<file path="src/common/rv_pkg.sv">
`default_nettype none

package rv_pkg;

  typedef logic [31:0] word_t;      // data, address or instruction
  typedef logic [4:0]  reg_addr_t;
  typedef logic [3:0]  byte_mask_t; // one bit per byte lane
  typedef logic [2:0]  funct3_t;
  typedef logic [6:0]  opcode_t;
  typedef logic [1:0]  wb_sel_t;

  // opcodes of the supported subset
  localparam opcode_t OPC_OP_IMM = 7'b001_0011; // every op-imm runs as addi
  localparam opcode_t OPC_LUI    = 7'b011_0111;
  localparam opcode_t OPC_AUIPC  = 7'b001_0111;
  localparam opcode_t OPC_JAL    = 7'b110_1111;
  localparam opcode_t OPC_JALR   = 7'b110_0111;
  localparam opcode_t OPC_LOAD   = 7'b000_0011;
  localparam opcode_t OPC_STORE  = 7'b010_0011;
  localparam opcode_t OPC_SYSTEM = 7'b111_0011;

  // load and store widths
  localparam funct3_t F3_B  = 3'b000;
  localparam funct3_t F3_H  = 3'b001;
  localparam funct3_t F3_W  = 3'b010;
  localparam funct3_t F3_BU = 3'b100;
  localparam funct3_t F3_HU = 3'b101;

  localparam word_t RESET_PC = 32'h8000_0000;
  localparam word_t PC_STEP  = 32'd4;
  localparam int    NUM_REGS = 32;

  // write-back source
  localparam wb_sel_t WB_ADDER = 2'd0;
  localparam wb_sel_t WB_LINK  = 2'd1; // pc + 4
  localparam wb_sel_t WB_LOAD  = 2'd2;

  typedef struct packed {
    logic    reg_wen;
    logic    mem_read;
    logic    mem_write;
    logic    src1_pc;   // adder takes pc instead of rs1
    logic    pc_jump;   // next pc comes from the adder
    wb_sel_t wb_sel;
    logic    halt;
    funct3_t funct3;
    word_t   imm;
  } ctrl_t;

  typedef struct packed {
    word_t      addr;
    word_t      wdata;  // already shifted into its lanes
    byte_mask_t wmask;
    logic       read;
    logic       write;
  } dmem_req_t;

endpackage

`default_nettype wire

</file>
<file path="src/decoder.sv">
`timescale 1ns/1ps
`default_nettype none

module decoder (
  input  rv_pkg::word_t inst,
  output rv_pkg::ctrl_t ctrl
);

  rv_pkg::opcode_t opcode;
  rv_pkg::word_t   imm_i;
  rv_pkg::word_t   imm_s;
  rv_pkg::word_t   imm_u;
  rv_pkg::word_t   imm_j;

  assign opcode = inst[6:0];

  // sign extended immediates, u keeps the upper twenty bits
  assign imm_i = {{20{inst[31]}}, inst[31:20]};
  assign imm_s = {{20{inst[31]}}, inst[31:25], inst[11:7]};
  assign imm_u = {inst[31:12], 12'h000};
  assign imm_j = {{12{inst[31]}}, inst[19:12], inst[20], inst[30:21], 1'b0};

  always_comb begin
    ctrl        = '0;
    ctrl.wb_sel = rv_pkg::WB_ADDER;
    ctrl.funct3 = inst[14:12];
    case (opcode)
      rv_pkg::OPC_OP_IMM: begin
        ctrl.reg_wen = 1'b1;
        ctrl.imm     = imm_i;
      end
      rv_pkg::OPC_LUI: begin
        ctrl.reg_wen = 1'b1; // rs1 forced to x0 in the top
        ctrl.imm     = imm_u;
      end
      rv_pkg::OPC_AUIPC: begin
        ctrl.reg_wen = 1'b1;
        ctrl.src1_pc = 1'b1;
        ctrl.imm     = imm_u;
      end
      rv_pkg::OPC_JAL: begin
        ctrl.reg_wen = 1'b1;
        ctrl.src1_pc = 1'b1;
        ctrl.pc_jump = 1'b1;
        ctrl.wb_sel  = rv_pkg::WB_LINK;
        ctrl.imm     = imm_j;
      end
      rv_pkg::OPC_JALR: begin
        ctrl.reg_wen = 1'b1;
        ctrl.pc_jump = 1'b1;
        ctrl.wb_sel  = rv_pkg::WB_LINK;
        ctrl.imm     = imm_i;
      end
      rv_pkg::OPC_LOAD: begin
        ctrl.reg_wen  = 1'b1;
        ctrl.mem_read = 1'b1;
        ctrl.wb_sel   = rv_pkg::WB_LOAD;
        ctrl.imm      = imm_i;
      end
      rv_pkg::OPC_STORE: begin
        ctrl.mem_write = 1'b1;
        ctrl.imm       = imm_s;
      end
      rv_pkg::OPC_SYSTEM: ctrl.halt = (inst[31:7] == {12'h001, 13'd0}); // ebreak only
      default:            ctrl.reg_wen = 1'b0; // unknown opcode, no effect
    endcase
  end

endmodule

`default_nettype wire

</file>
<file path="src/reg_file.sv">
`timescale 1ns/1ps
`default_nettype none

module reg_file (
  input  logic              clk,
  input  rv_pkg::reg_addr_t rs1_addr,
  input  rv_pkg::reg_addr_t rs2_addr,
  input  rv_pkg::reg_addr_t rd_addr,
  input  logic              wen,
  input  rv_pkg::word_t     wdata,
  output rv_pkg::word_t     rs1_data,
  output rv_pkg::word_t     rs2_data
);

  rv_pkg::word_t regs [rv_pkg::NUM_REGS];

  always_ff @(posedge clk) begin
    if (wen && (rd_addr != '0)) begin
      regs[rd_addr] <= wdata;
    end
  end

  // combinational reads, a same-cycle write is not forwarded
  assign rs1_data = (rs1_addr == '0) ? '0 : regs[rs1_addr];
  assign rs2_data = (rs2_addr == '0) ? '0 : regs[rs2_addr];

endmodule

`default_nettype wire

</file>
<file path="src/pc_unit.sv">
`timescale 1ns/1ps
`default_nettype none

module pc_unit (
  input  logic          clk,
  input  logic          reset,
  input  logic          pc_jump,
  input  rv_pkg::word_t jump_target,
  output rv_pkg::word_t pc
);

  rv_pkg::word_t next_pc;

  // jalr target drops bit 0, jal target is already even
  assign next_pc = pc_jump ? {jump_target[31:1], 1'b0} : pc + rv_pkg::PC_STEP;

  always_ff @(posedge clk) begin
    if (reset) begin
      pc <= rv_pkg::RESET_PC;
    end else begin
      pc <= next_pc;
    end
  end

  // every target the core produces must keep the pc on a word boundary
  a_pc_aligned: assert property (@(posedge clk) !reset |=> pc[1:0] == 2'b00)
    else $error("pc_unit: pc %h not word aligned", pc);

endmodule

`default_nettype wire

</file>
<file path="src/lsu/load_store_unit.sv">
`timescale 1ns/1ps
`default_nettype none

module load_store_unit (
  input  rv_pkg::ctrl_t      ctrl,
  input  rv_pkg::word_t      addr,
  input  rv_pkg::word_t      rs2_data,
  input  rv_pkg::word_t      dmem_rdata,
  output rv_pkg::byte_mask_t wmask,
  output rv_pkg::word_t      wdata,
  output rv_pkg::word_t      load_data
);

  logic [4:0]    lane_shift; // byte offset in bits
  rv_pkg::word_t rd_lane;

  assign lane_shift = {addr[1:0], 3'b000};

  always_comb begin
    wmask = '0;
    if (ctrl.mem_write) begin
      case (ctrl.funct3)
        rv_pkg::F3_B: wmask = 4'b0001 << addr[1:0];
        rv_pkg::F3_H: begin
          if (!addr[0]) wmask = addr[1] ? 4'b1100 : 4'b0011;
        end
        rv_pkg::F3_W: begin
          if (addr[1:0] == 2'b00) wmask = 4'b1111;
        end
        default: wmask = '0;
      endcase
    end
  end

  // low bytes of rs2 moved into the lanes the mask enables
  always_comb begin
    case (ctrl.funct3)
      rv_pkg::F3_B: wdata = {24'h0, rs2_data[7:0]} << lane_shift;
      rv_pkg::F3_H: wdata = {16'h0, rs2_data[15:0]} << lane_shift;
      default:      wdata = rs2_data;
    endcase
  end

  // addressed byte or half lands in the low bits
  assign rd_lane = dmem_rdata >> lane_shift;

  always_comb begin
    case (ctrl.funct3)
      rv_pkg::F3_B:  load_data = {{24{rd_lane[7]}}, rd_lane[7:0]};
      rv_pkg::F3_H:  load_data = {{16{rd_lane[15]}}, rd_lane[15:0]};
      rv_pkg::F3_W:  load_data = dmem_rdata;
      rv_pkg::F3_BU: load_data = {24'h0, rd_lane[7:0]};
      rv_pkg::F3_HU: load_data = {16'h0, rd_lane[15:0]};
      default:       load_data = '0;
    endcase
  end

  // misaligned half or word stores would leave the mask empty
  always_comb begin
    a_store_mask: assert final (!ctrl.mem_write || (wmask != '0))
      else $error("lsu: store to %h with empty byte mask", addr);
  end

endmodule

`default_nettype wire

</file>
<file path="src/rv_core_top.sv">
`timescale 1ns/1ps
`default_nettype none

module rv_core_top (
  input  logic              clk,
  input  logic              reset,
  input  rv_pkg::word_t     inst,
  input  rv_pkg::word_t     dmem_rdata,
  output rv_pkg::word_t     pc,
  output rv_pkg::dmem_req_t dmem_req,
  output logic              halt
);

  rv_pkg::ctrl_t      ctrl;
  rv_pkg::reg_addr_t  rs1_addr;
  rv_pkg::reg_addr_t  rs2_addr;
  rv_pkg::reg_addr_t  rd_addr;
  rv_pkg::word_t      rs1_data;
  rv_pkg::word_t      rs2_data;
  rv_pkg::word_t      operand1;
  rv_pkg::word_t      addr_sum;
  rv_pkg::word_t      link_addr;
  rv_pkg::word_t      load_data;
  rv_pkg::word_t      wb_data;
  rv_pkg::byte_mask_t st_wmask;
  rv_pkg::word_t      st_wdata;

  decoder u_decoder (
    .inst (inst),
    .ctrl (ctrl)
  );

  // lui reads x0 so the shared adder just passes the immediate
  assign rs1_addr = (inst[6:0] == rv_pkg::OPC_LUI) ? '0 : inst[19:15];
  assign rs2_addr = inst[24:20];
  assign rd_addr  = inst[11:7];

  reg_file u_reg_file (
    .clk      (clk),
    .rs1_addr (rs1_addr),
    .rs2_addr (rs2_addr),
    .rd_addr  (rd_addr),
    .wen      (ctrl.reg_wen),
    .wdata    (wb_data),
    .rs1_data (rs1_data),
    .rs2_data (rs2_data)
  );

  // one adder for addi, lui, auipc, jump targets and memory addresses
  assign operand1  = ctrl.src1_pc ? pc : rs1_data;
  assign addr_sum  = operand1 + ctrl.imm;
  assign link_addr = pc + rv_pkg::PC_STEP;

  pc_unit u_pc_unit (
    .clk         (clk),
    .reset       (reset),
    .pc_jump     (ctrl.pc_jump),
    .jump_target (addr_sum),
    .pc          (pc)
  );

  load_store_unit u_load_store_unit (
    .ctrl       (ctrl),
    .addr       (addr_sum),
    .rs2_data   (rs2_data),
    .dmem_rdata (dmem_rdata),
    .wmask      (st_wmask),
    .wdata      (st_wdata),
    .load_data  (load_data)
  );

  always_comb begin
    case (ctrl.wb_sel)
      rv_pkg::WB_LINK: wb_data = link_addr;
      rv_pkg::WB_LOAD: wb_data = load_data;
      default:         wb_data = addr_sum;
    endcase
  end

  always_comb begin
    dmem_req.addr  = addr_sum;
    dmem_req.wdata = st_wdata;
    dmem_req.wmask = st_wmask;
    dmem_req.read  = ctrl.mem_read;  // level strobes, no handshake
    dmem_req.write = ctrl.mem_write;
  end

  assign halt = ctrl.halt;

endmodule

`default_nettype wire

</file>
<file path="config.mk">
export PLATFORM = sky130hd
export DESIGN_NAME = rv_core_top
export DESIGN_NICKNAME = d
export VERILOG_FILES = /design/src/common/rv_pkg.sv /design/src/decoder.sv /design/src/reg_file.sv /design/src/pc_unit.sv /design/src/lsu/load_store_unit.sv /design/src/rv_core_top.sv
export SDC_FILE = /design/constraint.sdc
export NUM_CORES = 2
export LEC_CHECK = 0
export ABC_AREA = 1
export BUFFER_PORTS_ARGS = -buffer_cell sky130_fd_sc_hd__buf_2
export CAP_MARGIN = 10
export CELL_PAD_IN_SITES_DETAIL_PLACEMENT = 1
export CELL_PAD_IN_SITES_GLOBAL_PLACEMENT = 1
export CORE_UTILIZATION = 53
export CTS_BUF_LIST = sky130_fd_sc_hd__clkbuf_4
export DETAILED_ROUTE_END_ITERATION = 8
export PLACE_DENSITY_LB_ADDON = 0.1
export SLEW_MARGIN = 20
export SYNTH_ARGS = -nofsm -noshare
export SYNTH_HDL_FRONTEND = slang
export SYNTH_HIERARCHICAL = 1
export SYNTH_SLANG_ARGS = --single-unit
</file>
<file path="constraint.sdc">
create_clock -name clk -period 10.05 [get_ports clk]
set_clock_uncertainty 0.05 [all_clocks]
set_input_delay 1.5075 -clock clk [delete_from_list [all_inputs] [get_ports clk]]
set_output_delay 1.5075 -clock clk [all_outputs]
set_load 0.01 [all_outputs]
</file>
* After elaboration in Yosys (flattened, before gate mapping)
Memory sizes are Yosys's and may differ from the RTL's.
Cells that the tools add are included.
** Storage, ports and cells
- Memories :: 1
- Bits of input ports :: 66
- Bits in registers :: 32
- RAM bits :: 1024
- Output and inout port bits :: 103
** Memory list
- u_reg_file.regs :: words 32, bits a word 32, read ports 2, clocked after memory_dff 0, wr ports 1, RTL line reg_file.sv:15 : rv_pkg::word_t regs [rv_pkg::NUM_REGS];
** Cells by class
- Shift operators :: 4
- Reductions and logical operators :: 12
- Equal/unequal tests :: 15
- Multiplexer cells :: 23
- Add/subtract/negate cells :: 2
** Operator list (number)
- one-hot mux 32 bit (5 select lines) :: 1
- 2-to-1 mux 32 bit :: 4
- one-hot mux 32 bit (2 select lines) :: 2
- one-hot mux 32 bit (4 select lines) :: 1
- adder 32 x 3 -> 32 bit, second input constant :: 1
- adder 32 bit :: 1
- << shifter 16 x 5 -> 32 bit :: 1
- << shifter 8 x 5 -> 32 bit :: 1
- right shift 32 x 5 -> 16 bit :: 1
- == test 25 x 14 -> 1 bit, second input constant :: 1
- == test 7 bit, second input constant :: 3
- 2-to-1 mux 4 bit :: 4
- == test 7 x 5 -> 1 bit, second input constant :: 2
- == test 7 x 6 -> 1 bit, second input constant :: 2
- one-hot mux 4 bit (3 select lines) :: 1
- logical NOT 5 bit :: 2
- 2-to-1 mux 1 bit :: 8
- OR reduction 2 bit :: 4
- == test 7 x 2 -> 1 bit, second input constant :: 1
- == test 3 bit, second input constant :: 2
- OR reduction 6 bit :: 1
- 2-to-1 mux 5 bit :: 1
- nonzero test 5 bit :: 1
- one-hot mux 2 bit (2 select lines) :: 1
- other kinds (9) :: 9

* Logic depth before layout (Yosys ltp)
- Depth in word-level cells :: 10
- Gate-level depth with buffers :: 31
- Depth with buffers taken out :: 29

* Modules after synthesis
Netlist, hierarchy kept.
** Modules (own cells, without submodules)
- reg_file :: area each 51687.1 um2, cells each 5972, times used 1, seq. area each 30749.5 um2
- rv_core_top :: area each 4543.1 um2, cells each 964, times used 1, seq. area each 0.0 um2
- pc_unit :: area each 2053.2 um2, cells each 353, times used 1, seq. area each 620.6 um2
- load_store_unit :: area each 1497.7 um2, cells each 341, times used 1, seq. area each 0.0 um2
- decoder :: area each 797.0 um2, cells each 164, times used 1, seq. area each 0.0 um2

* Least setup slack after synthesis
No wires, ideal clock.
- Path kind :: input to output
- From :: input port inst[3]
- To :: output port dmem_req[28] in the netlist's numbering
- Data required time :: 8.493 ns
- Stages :: 22
- Data arrival time :: 5.319 ns
- Setup slack :: 3.174 ns
- Path through :: nand3b_1 -> nor4b_1 -> nor2_1 -> clkbuf_1 -> inv_1 -> clkbuf_1 -> buf_2 -> nand3_1 -> nand3_1 -> nand2_1 -> nand2_1 -> nand2_1 -> nor2_1 -> nor2_1 -> mux2_2 -> ha_1 -> fa_1 -> buf_2 -> nand2_2 -> o21ai_1 -> inv_2 -> a21oi_1
** RTL lines
- start: declaration :: RTL line rv_core_top.sv:7 : input rv_pkg::word_t inst,
- end: declaration :: RTL line rv_core_top.sv:10 : output rv_pkg::dmem_req_t dmem_req,

==> tab_implementation.tex <==
\begin{tabular}{lr}
\hline
Metric & Value \\
\hline
\multicolumn{2}{l}{\textbf{GRT}} \\
\quad Number of antenna violations at the first check in global routing & 17 \\
\quad Global route overflow & 0 \\
\quad Via count of the first global-routing pass & between 60000 and 70000 \\
\quad First-pass GRT wire length & 392.3 mm \\
\quad Global-route usage over all layers & 0.4588 \\
\quad Largest net degree at the start of global routing & about 210 \\
\multicolumn{2}{l}{\textbf{Yosys}} \\
\quad Synth area leader & sky130\_fd\_sc\_hd\_\_edfxtp\_1 \\
\quad Count of mapped cells out of synthesis & 7794 \\
\quad Share of the synthesized area in the top cell type & 0.5076 \\
\quad Count of distinct cell types in the synthesized netlist & 49 \\
\quad Ranking of synthesized cells by instance count & sky130\_fd\_sc\_hd\_\_nand2\_1 (2818), sky130\_fd\_sc\_hd\_\_nand3\_1 (1116), sky130\_fd\_sc\_hd\_\_edfxtp\_1 (1024) \\
\quad Leading register cell type out of synthesis & sky130\_fd\_sc\_hd\_\_edfxtp\_1 \\
\quad Mean area per synthesized cell & 7.772 um2 \\
\quad Post-Syn Area & approximately 61000 um2 \\
\quad Async SR Flop Fraction & 0 \\
\quad Number of flops mapped to enable cells by yosys & 1024 \\
\quad Most used standard cell by instance count after synthesis & sky130\_fd\_sc\_hd\_\_nand2\_1 \\
\quad Synth Register Bits & 1055 \\
\quad Biggest area contributors in the synthesized netlist & sky130\_fd\_sc\_hd\_\_edfxtp\_1 (51\%), sky130\_fd\_sc\_hd\_\_nand2\_1 (17\%), sky130\_fd\_sc\_hd\_\_nand3\_1 (9.2\%) \\
\quad Yosys warning count & 6 \\
\quad Fraction of the yosys area taken by sequential cells & 0.5178 \\
\multicolumn{2}{l}{\textbf{Clock network}} \\
\quad Clock buffer count from CTS & 304 \\
\quad Clock H-tree levels & 5 \\
\quad CTS tree & done \\
\quad \# hold bufs at CTS & 0 \\
\quad Count of instances resized after the clock tree is built & 0 \\
\quad Setup Fix Bufs, Post-CTS & 0 \\
\quad Number of clock sinks seen by CTS & 1055 \\
\quad Cell at the root of the clock tree & sky130\_fd\_sc\_hd\_\_clkbuf\_4 \\
\quad Clock network latency to the later pin of the worst-skew pair & $\sim$1300 ps \\
\quad Maximum root-to-sink buffer count & 4 \\
\quad Clock slew at reported path FFs & 70 ps \\
\multicolumn{2}{l}{\textbf{Drt}} \\
\quad Per-cell routed wire length & 28.02 um \\
\quad Violation count after the first detailed-route iteration & 7655 \\
\quad First-pass DRT Iterations & 6 \\
\quad Via-to-Cell Ratio & 6.343 \\
\quad Antenna-violating nets left & 0 \\
\quad DR vias & 61390 \\
\quad Remaining DRCs & 0 \\
\quad Sum of routed wire length over all layers & 271.2 mm \\
\multicolumn{2}{l}{\textbf{Worst setup path}} \\
\quad Worst setup path start & inst[3] \\
\quad Cell mode on critical path & sky130\_fd\_sc\_hd\_\_nand2\_1 \\
\quad Data arrival time at the worst-slack endpoint & 6970 ps \\
\quad Largest fanout of any net on the critical path & 60 \\
\quad Startpoint of the lowest-slack register-to-register path & u\_reg\_file/regs[9][1] \\
\quad Critical register-to-register path endpoint & u\_reg\_file/regs[31][14] \\
\quad Startpoint Class & input port \\
\quad Slowest library cell on the worst path & sky130\_fd\_sc\_hd\_\_buf\_4 \\
\quad Required time of the critical path & between 8000 and 9000 ps \\
\quad Capture point of the critical path & dmem\_req[65] \\
\quad Worst path max stage delay & 580 ps \\
\quad Nature of the critical path endpoint & primary output \\
\quad Worst Setup Path Type & input port to primary output \\
\quad FF-to-FF path depth & 17 \\
\quad Reg-to-reg slack, setup & 4380 ps \\
\multicolumn{2}{l}{\textbf{Placed design}} \\
\quad Global placement routability congestion & 1.003 \\
\quad Port Buffer Count & 167 \\
\quad Placement Setup Slack & 1688 ps \\
\quad Post-DP HPWL & between 150 and 200 mm \\
\multicolumn{2}{l}{\textbf{Outcome}} \\
\quad Result of the run & complete, no violations \\
\multicolumn{2}{l}{\textbf{Timing}} \\
\quad Worst-margin pin slew & 1205 ps \\
\quad Setup violation total in the final timing report & 0 \\
\quad Setup repair after global routing missed its margin & false \\
\quad Maximum clock frequency & 117.3 MHz \\
\quad Pins over their slew limit & 0 \\
\quad Final-report hold violation count & 0 \\
\quad Setup WS post-layout & 1526 ps \\
\quad Clock period minus final worst setup slack & 8524 ps \\
\quad Relative slew slack & 0.1945 \\
\quad Setup TNS & 0 ps \\
\quad Period utilization & 0.8481 \\
\quad Worst slack on hold paths & 611.4 ps \\
\multicolumn{2}{l}{\textbf{Final layout}} \\
\quad Final nets & 8068 \\
\quad Layout area overhead & 9.794\% \\
\quad Ratio of cells with drive above 1 in the final layout & 0.1151 \\
\multicolumn{2}{l}{\textbf{Pwr}} \\
\quad Switching share of power & 0.3085 \\
\quad Total power & 10.78 mW \\
\quad Total power divided by cell area & 162.1 nW/um2 \\
\quad Leakage power figure & $\sim$28 nW \\
\quad Comb pwr share & 0.165 \\
\quad Worst vdd ir & 136.5 uV \\
\quad Clock network fraction of design power & 0.367 \\
\quad Net switching power figure & 3.326 mW \\
\quad Flop pwr share & 0.468 \\
\quad Internal portion of total power & 7.456 mW \\
\multicolumn{2}{l}{\textbf{Die}} \\
\quad Core Box Area & 113000 um2 \\
\quad Starting Density & 0.5363 \\
\quad Die span in y & 340.1 um \\
\quad Row count & $\sim$120 \\
\quad Die Width & 340.1 um \\
\quad Die Area & 115700 um2 \\
\quad Number of placed I/O pins & roughly 170 \\
\multicolumn{2}{l}{\textbf{Flow run}} \\
\quad Max-cap violations & 0 \\
\multicolumn{2}{l}{\textbf{Hold path}} \\
\quad Hold WC Path Type & flop to flop \\
\hline
\end{tabular}
==> cells in the final DEF, fill, tap and decap left out, types with 12 or more instances in the layout <==
| master | count |
|---|---|
| sky130_fd_sc_hd__diode_2 | 13 |
| sky130_fd_sc_hd__nand2_1 | 2808 |
| sky130_fd_sc_hd__nand2_2 | 37 |
| sky130_fd_sc_hd__clkinv_2 | 12 |
| sky130_fd_sc_hd__inv_2 | 23 |
| sky130_fd_sc_hd__conb_1 | 33 |
| sky130_fd_sc_hd__o21ai_1 | 68 |
| sky130_fd_sc_hd__inv_1 | 381 |
| sky130_fd_sc_hd__buf_2 | 163 |
| sky130_fd_sc_hd__o21ai_0 | 402 |
| sky130_fd_sc_hd__buf_4 | 138 |
| sky130_fd_sc_hd__buf_12 | 14 |
| sky130_fd_sc_hd__nor2_4 | 46 |
| sky130_fd_sc_hd__o22ai_1 | 14 |
| sky130_fd_sc_hd__and2_1 | 16 |
| sky130_fd_sc_hd__edfxtp_1 | 1024 |
| sky130_fd_sc_hd__clkbuf_4 | 442 |
| sky130_fd_sc_hd__o211ai_1 | 22 |
| sky130_fd_sc_hd__dfxtp_1 | 31 |
| sky130_fd_sc_hd__nor2_2 | 16 |
| sky130_fd_sc_hd__a21oi_1 | 244 |
| sky130_fd_sc_hd__ha_1 | 35 |
| sky130_fd_sc_hd__nand3_1 | 1115 |
| sky130_fd_sc_hd__clkinv_1 | 46 |
| sky130_fd_sc_hd__xor2_1 | 12 |
| sky130_fd_sc_hd__nor2_1 | 918 |
==> power by group through the flow <==
stage	registers (mW)	logic, mW	clock network (mW)
6_report	5.05	1.78	3.95
5_1_grt	5.05	1.85	4.16
4_1_cts	5.05	1.71	3.98
3_5_place_dp	5.15	1.70	0
3_3_place_gp	5.14	1.65	0
2_1_floorplan	5.14	0.961	0
==> how the worst min path moves through the flow <==
stage                                   to  depth (start not counted)              from  slack, ps
after floorplan            u_pc_unit/pc[1]                          2   u_pc_unit/pc[1]        520
after global placement    u_pc_unit/pc[31]                          4  u_pc_unit/pc[31]        590
after detailed placement  u_pc_unit/pc[31]                          4  u_pc_unit/pc[31]        600
after CTS                 u_pc_unit/pc[31]                          4  u_pc_unit/pc[31]        610
after global routing      u_pc_unit/pc[31]                          4  u_pc_unit/pc[31]        660
final                     u_pc_unit/pc[31]                          4  u_pc_unit/pc[31]        610
==> kinds of logic (layout without fill, tap and decap cells) <==
logic type,after synthesis,count (layout),share of synthesized area
mux,2,2,0.0003718
xor+xnor,25,25,0.003986
fa+ha+maj,36,36,0.007559
flops,1055,1055,0.5178
other cells,2,46,0.0001240
buf+inv,888,1228,0.06308
compound gates,767,767,0.06492
simple gates,5019,5019,0.3421
==> metal layers <==
layer / up-vias / track usage / part of all wire
met4: 18 / 0.3385 / 0.081
li1: 26220 / - / -
met5: - / 0 / 0.00047
met3: 1247 / 0.1062 / 0.11
met2: 4269 / 0.7161 / 0.45
met1: 29630 / 0.5573 / 0.36
==> cell type report <==
class	count	area, um2
Clock buffer	442	3318
Fill cell	14140	46450
Multi-Input combinational cell	5882	25880
Tap cell	1500	1877
Antenna cell	13	32.53
Inverter	405	1567
Sequential cell	1055	31370
Clock inverter	63	275.3
Timing Repair Buffer	318	2188
==> registers in the layout, summed over array words and instances, names as in the netlist <==
signal,count
u_reg_file/regs,1024
u_pc_unit/pc,31
==> through the flow <==
step | instances | util | instance area [um2]
2_1_floorplan | 7825 | - | 60690
5_1_grt | 9672 | 0.5887 | 66500
3_5_place_dp | 9160 | 0.5565 | 62860
6_report | 9678 | 0.5888 | 66510
3_3_place_gp | 9159 | 0.5562 | 62830
4_1_cts | 9665 | 0.5883 | 66450
==> critical path: cells and delay by family <==
kind / cells / cell delay [ps]
AOI/OAI and AO/OA: 1 / 140
adders and majority gates: 1 / 320
buffers and inverters: 6 / 1950
and+or+nand+nor: 19 / 2960
(Power assumes the default switching activity.)
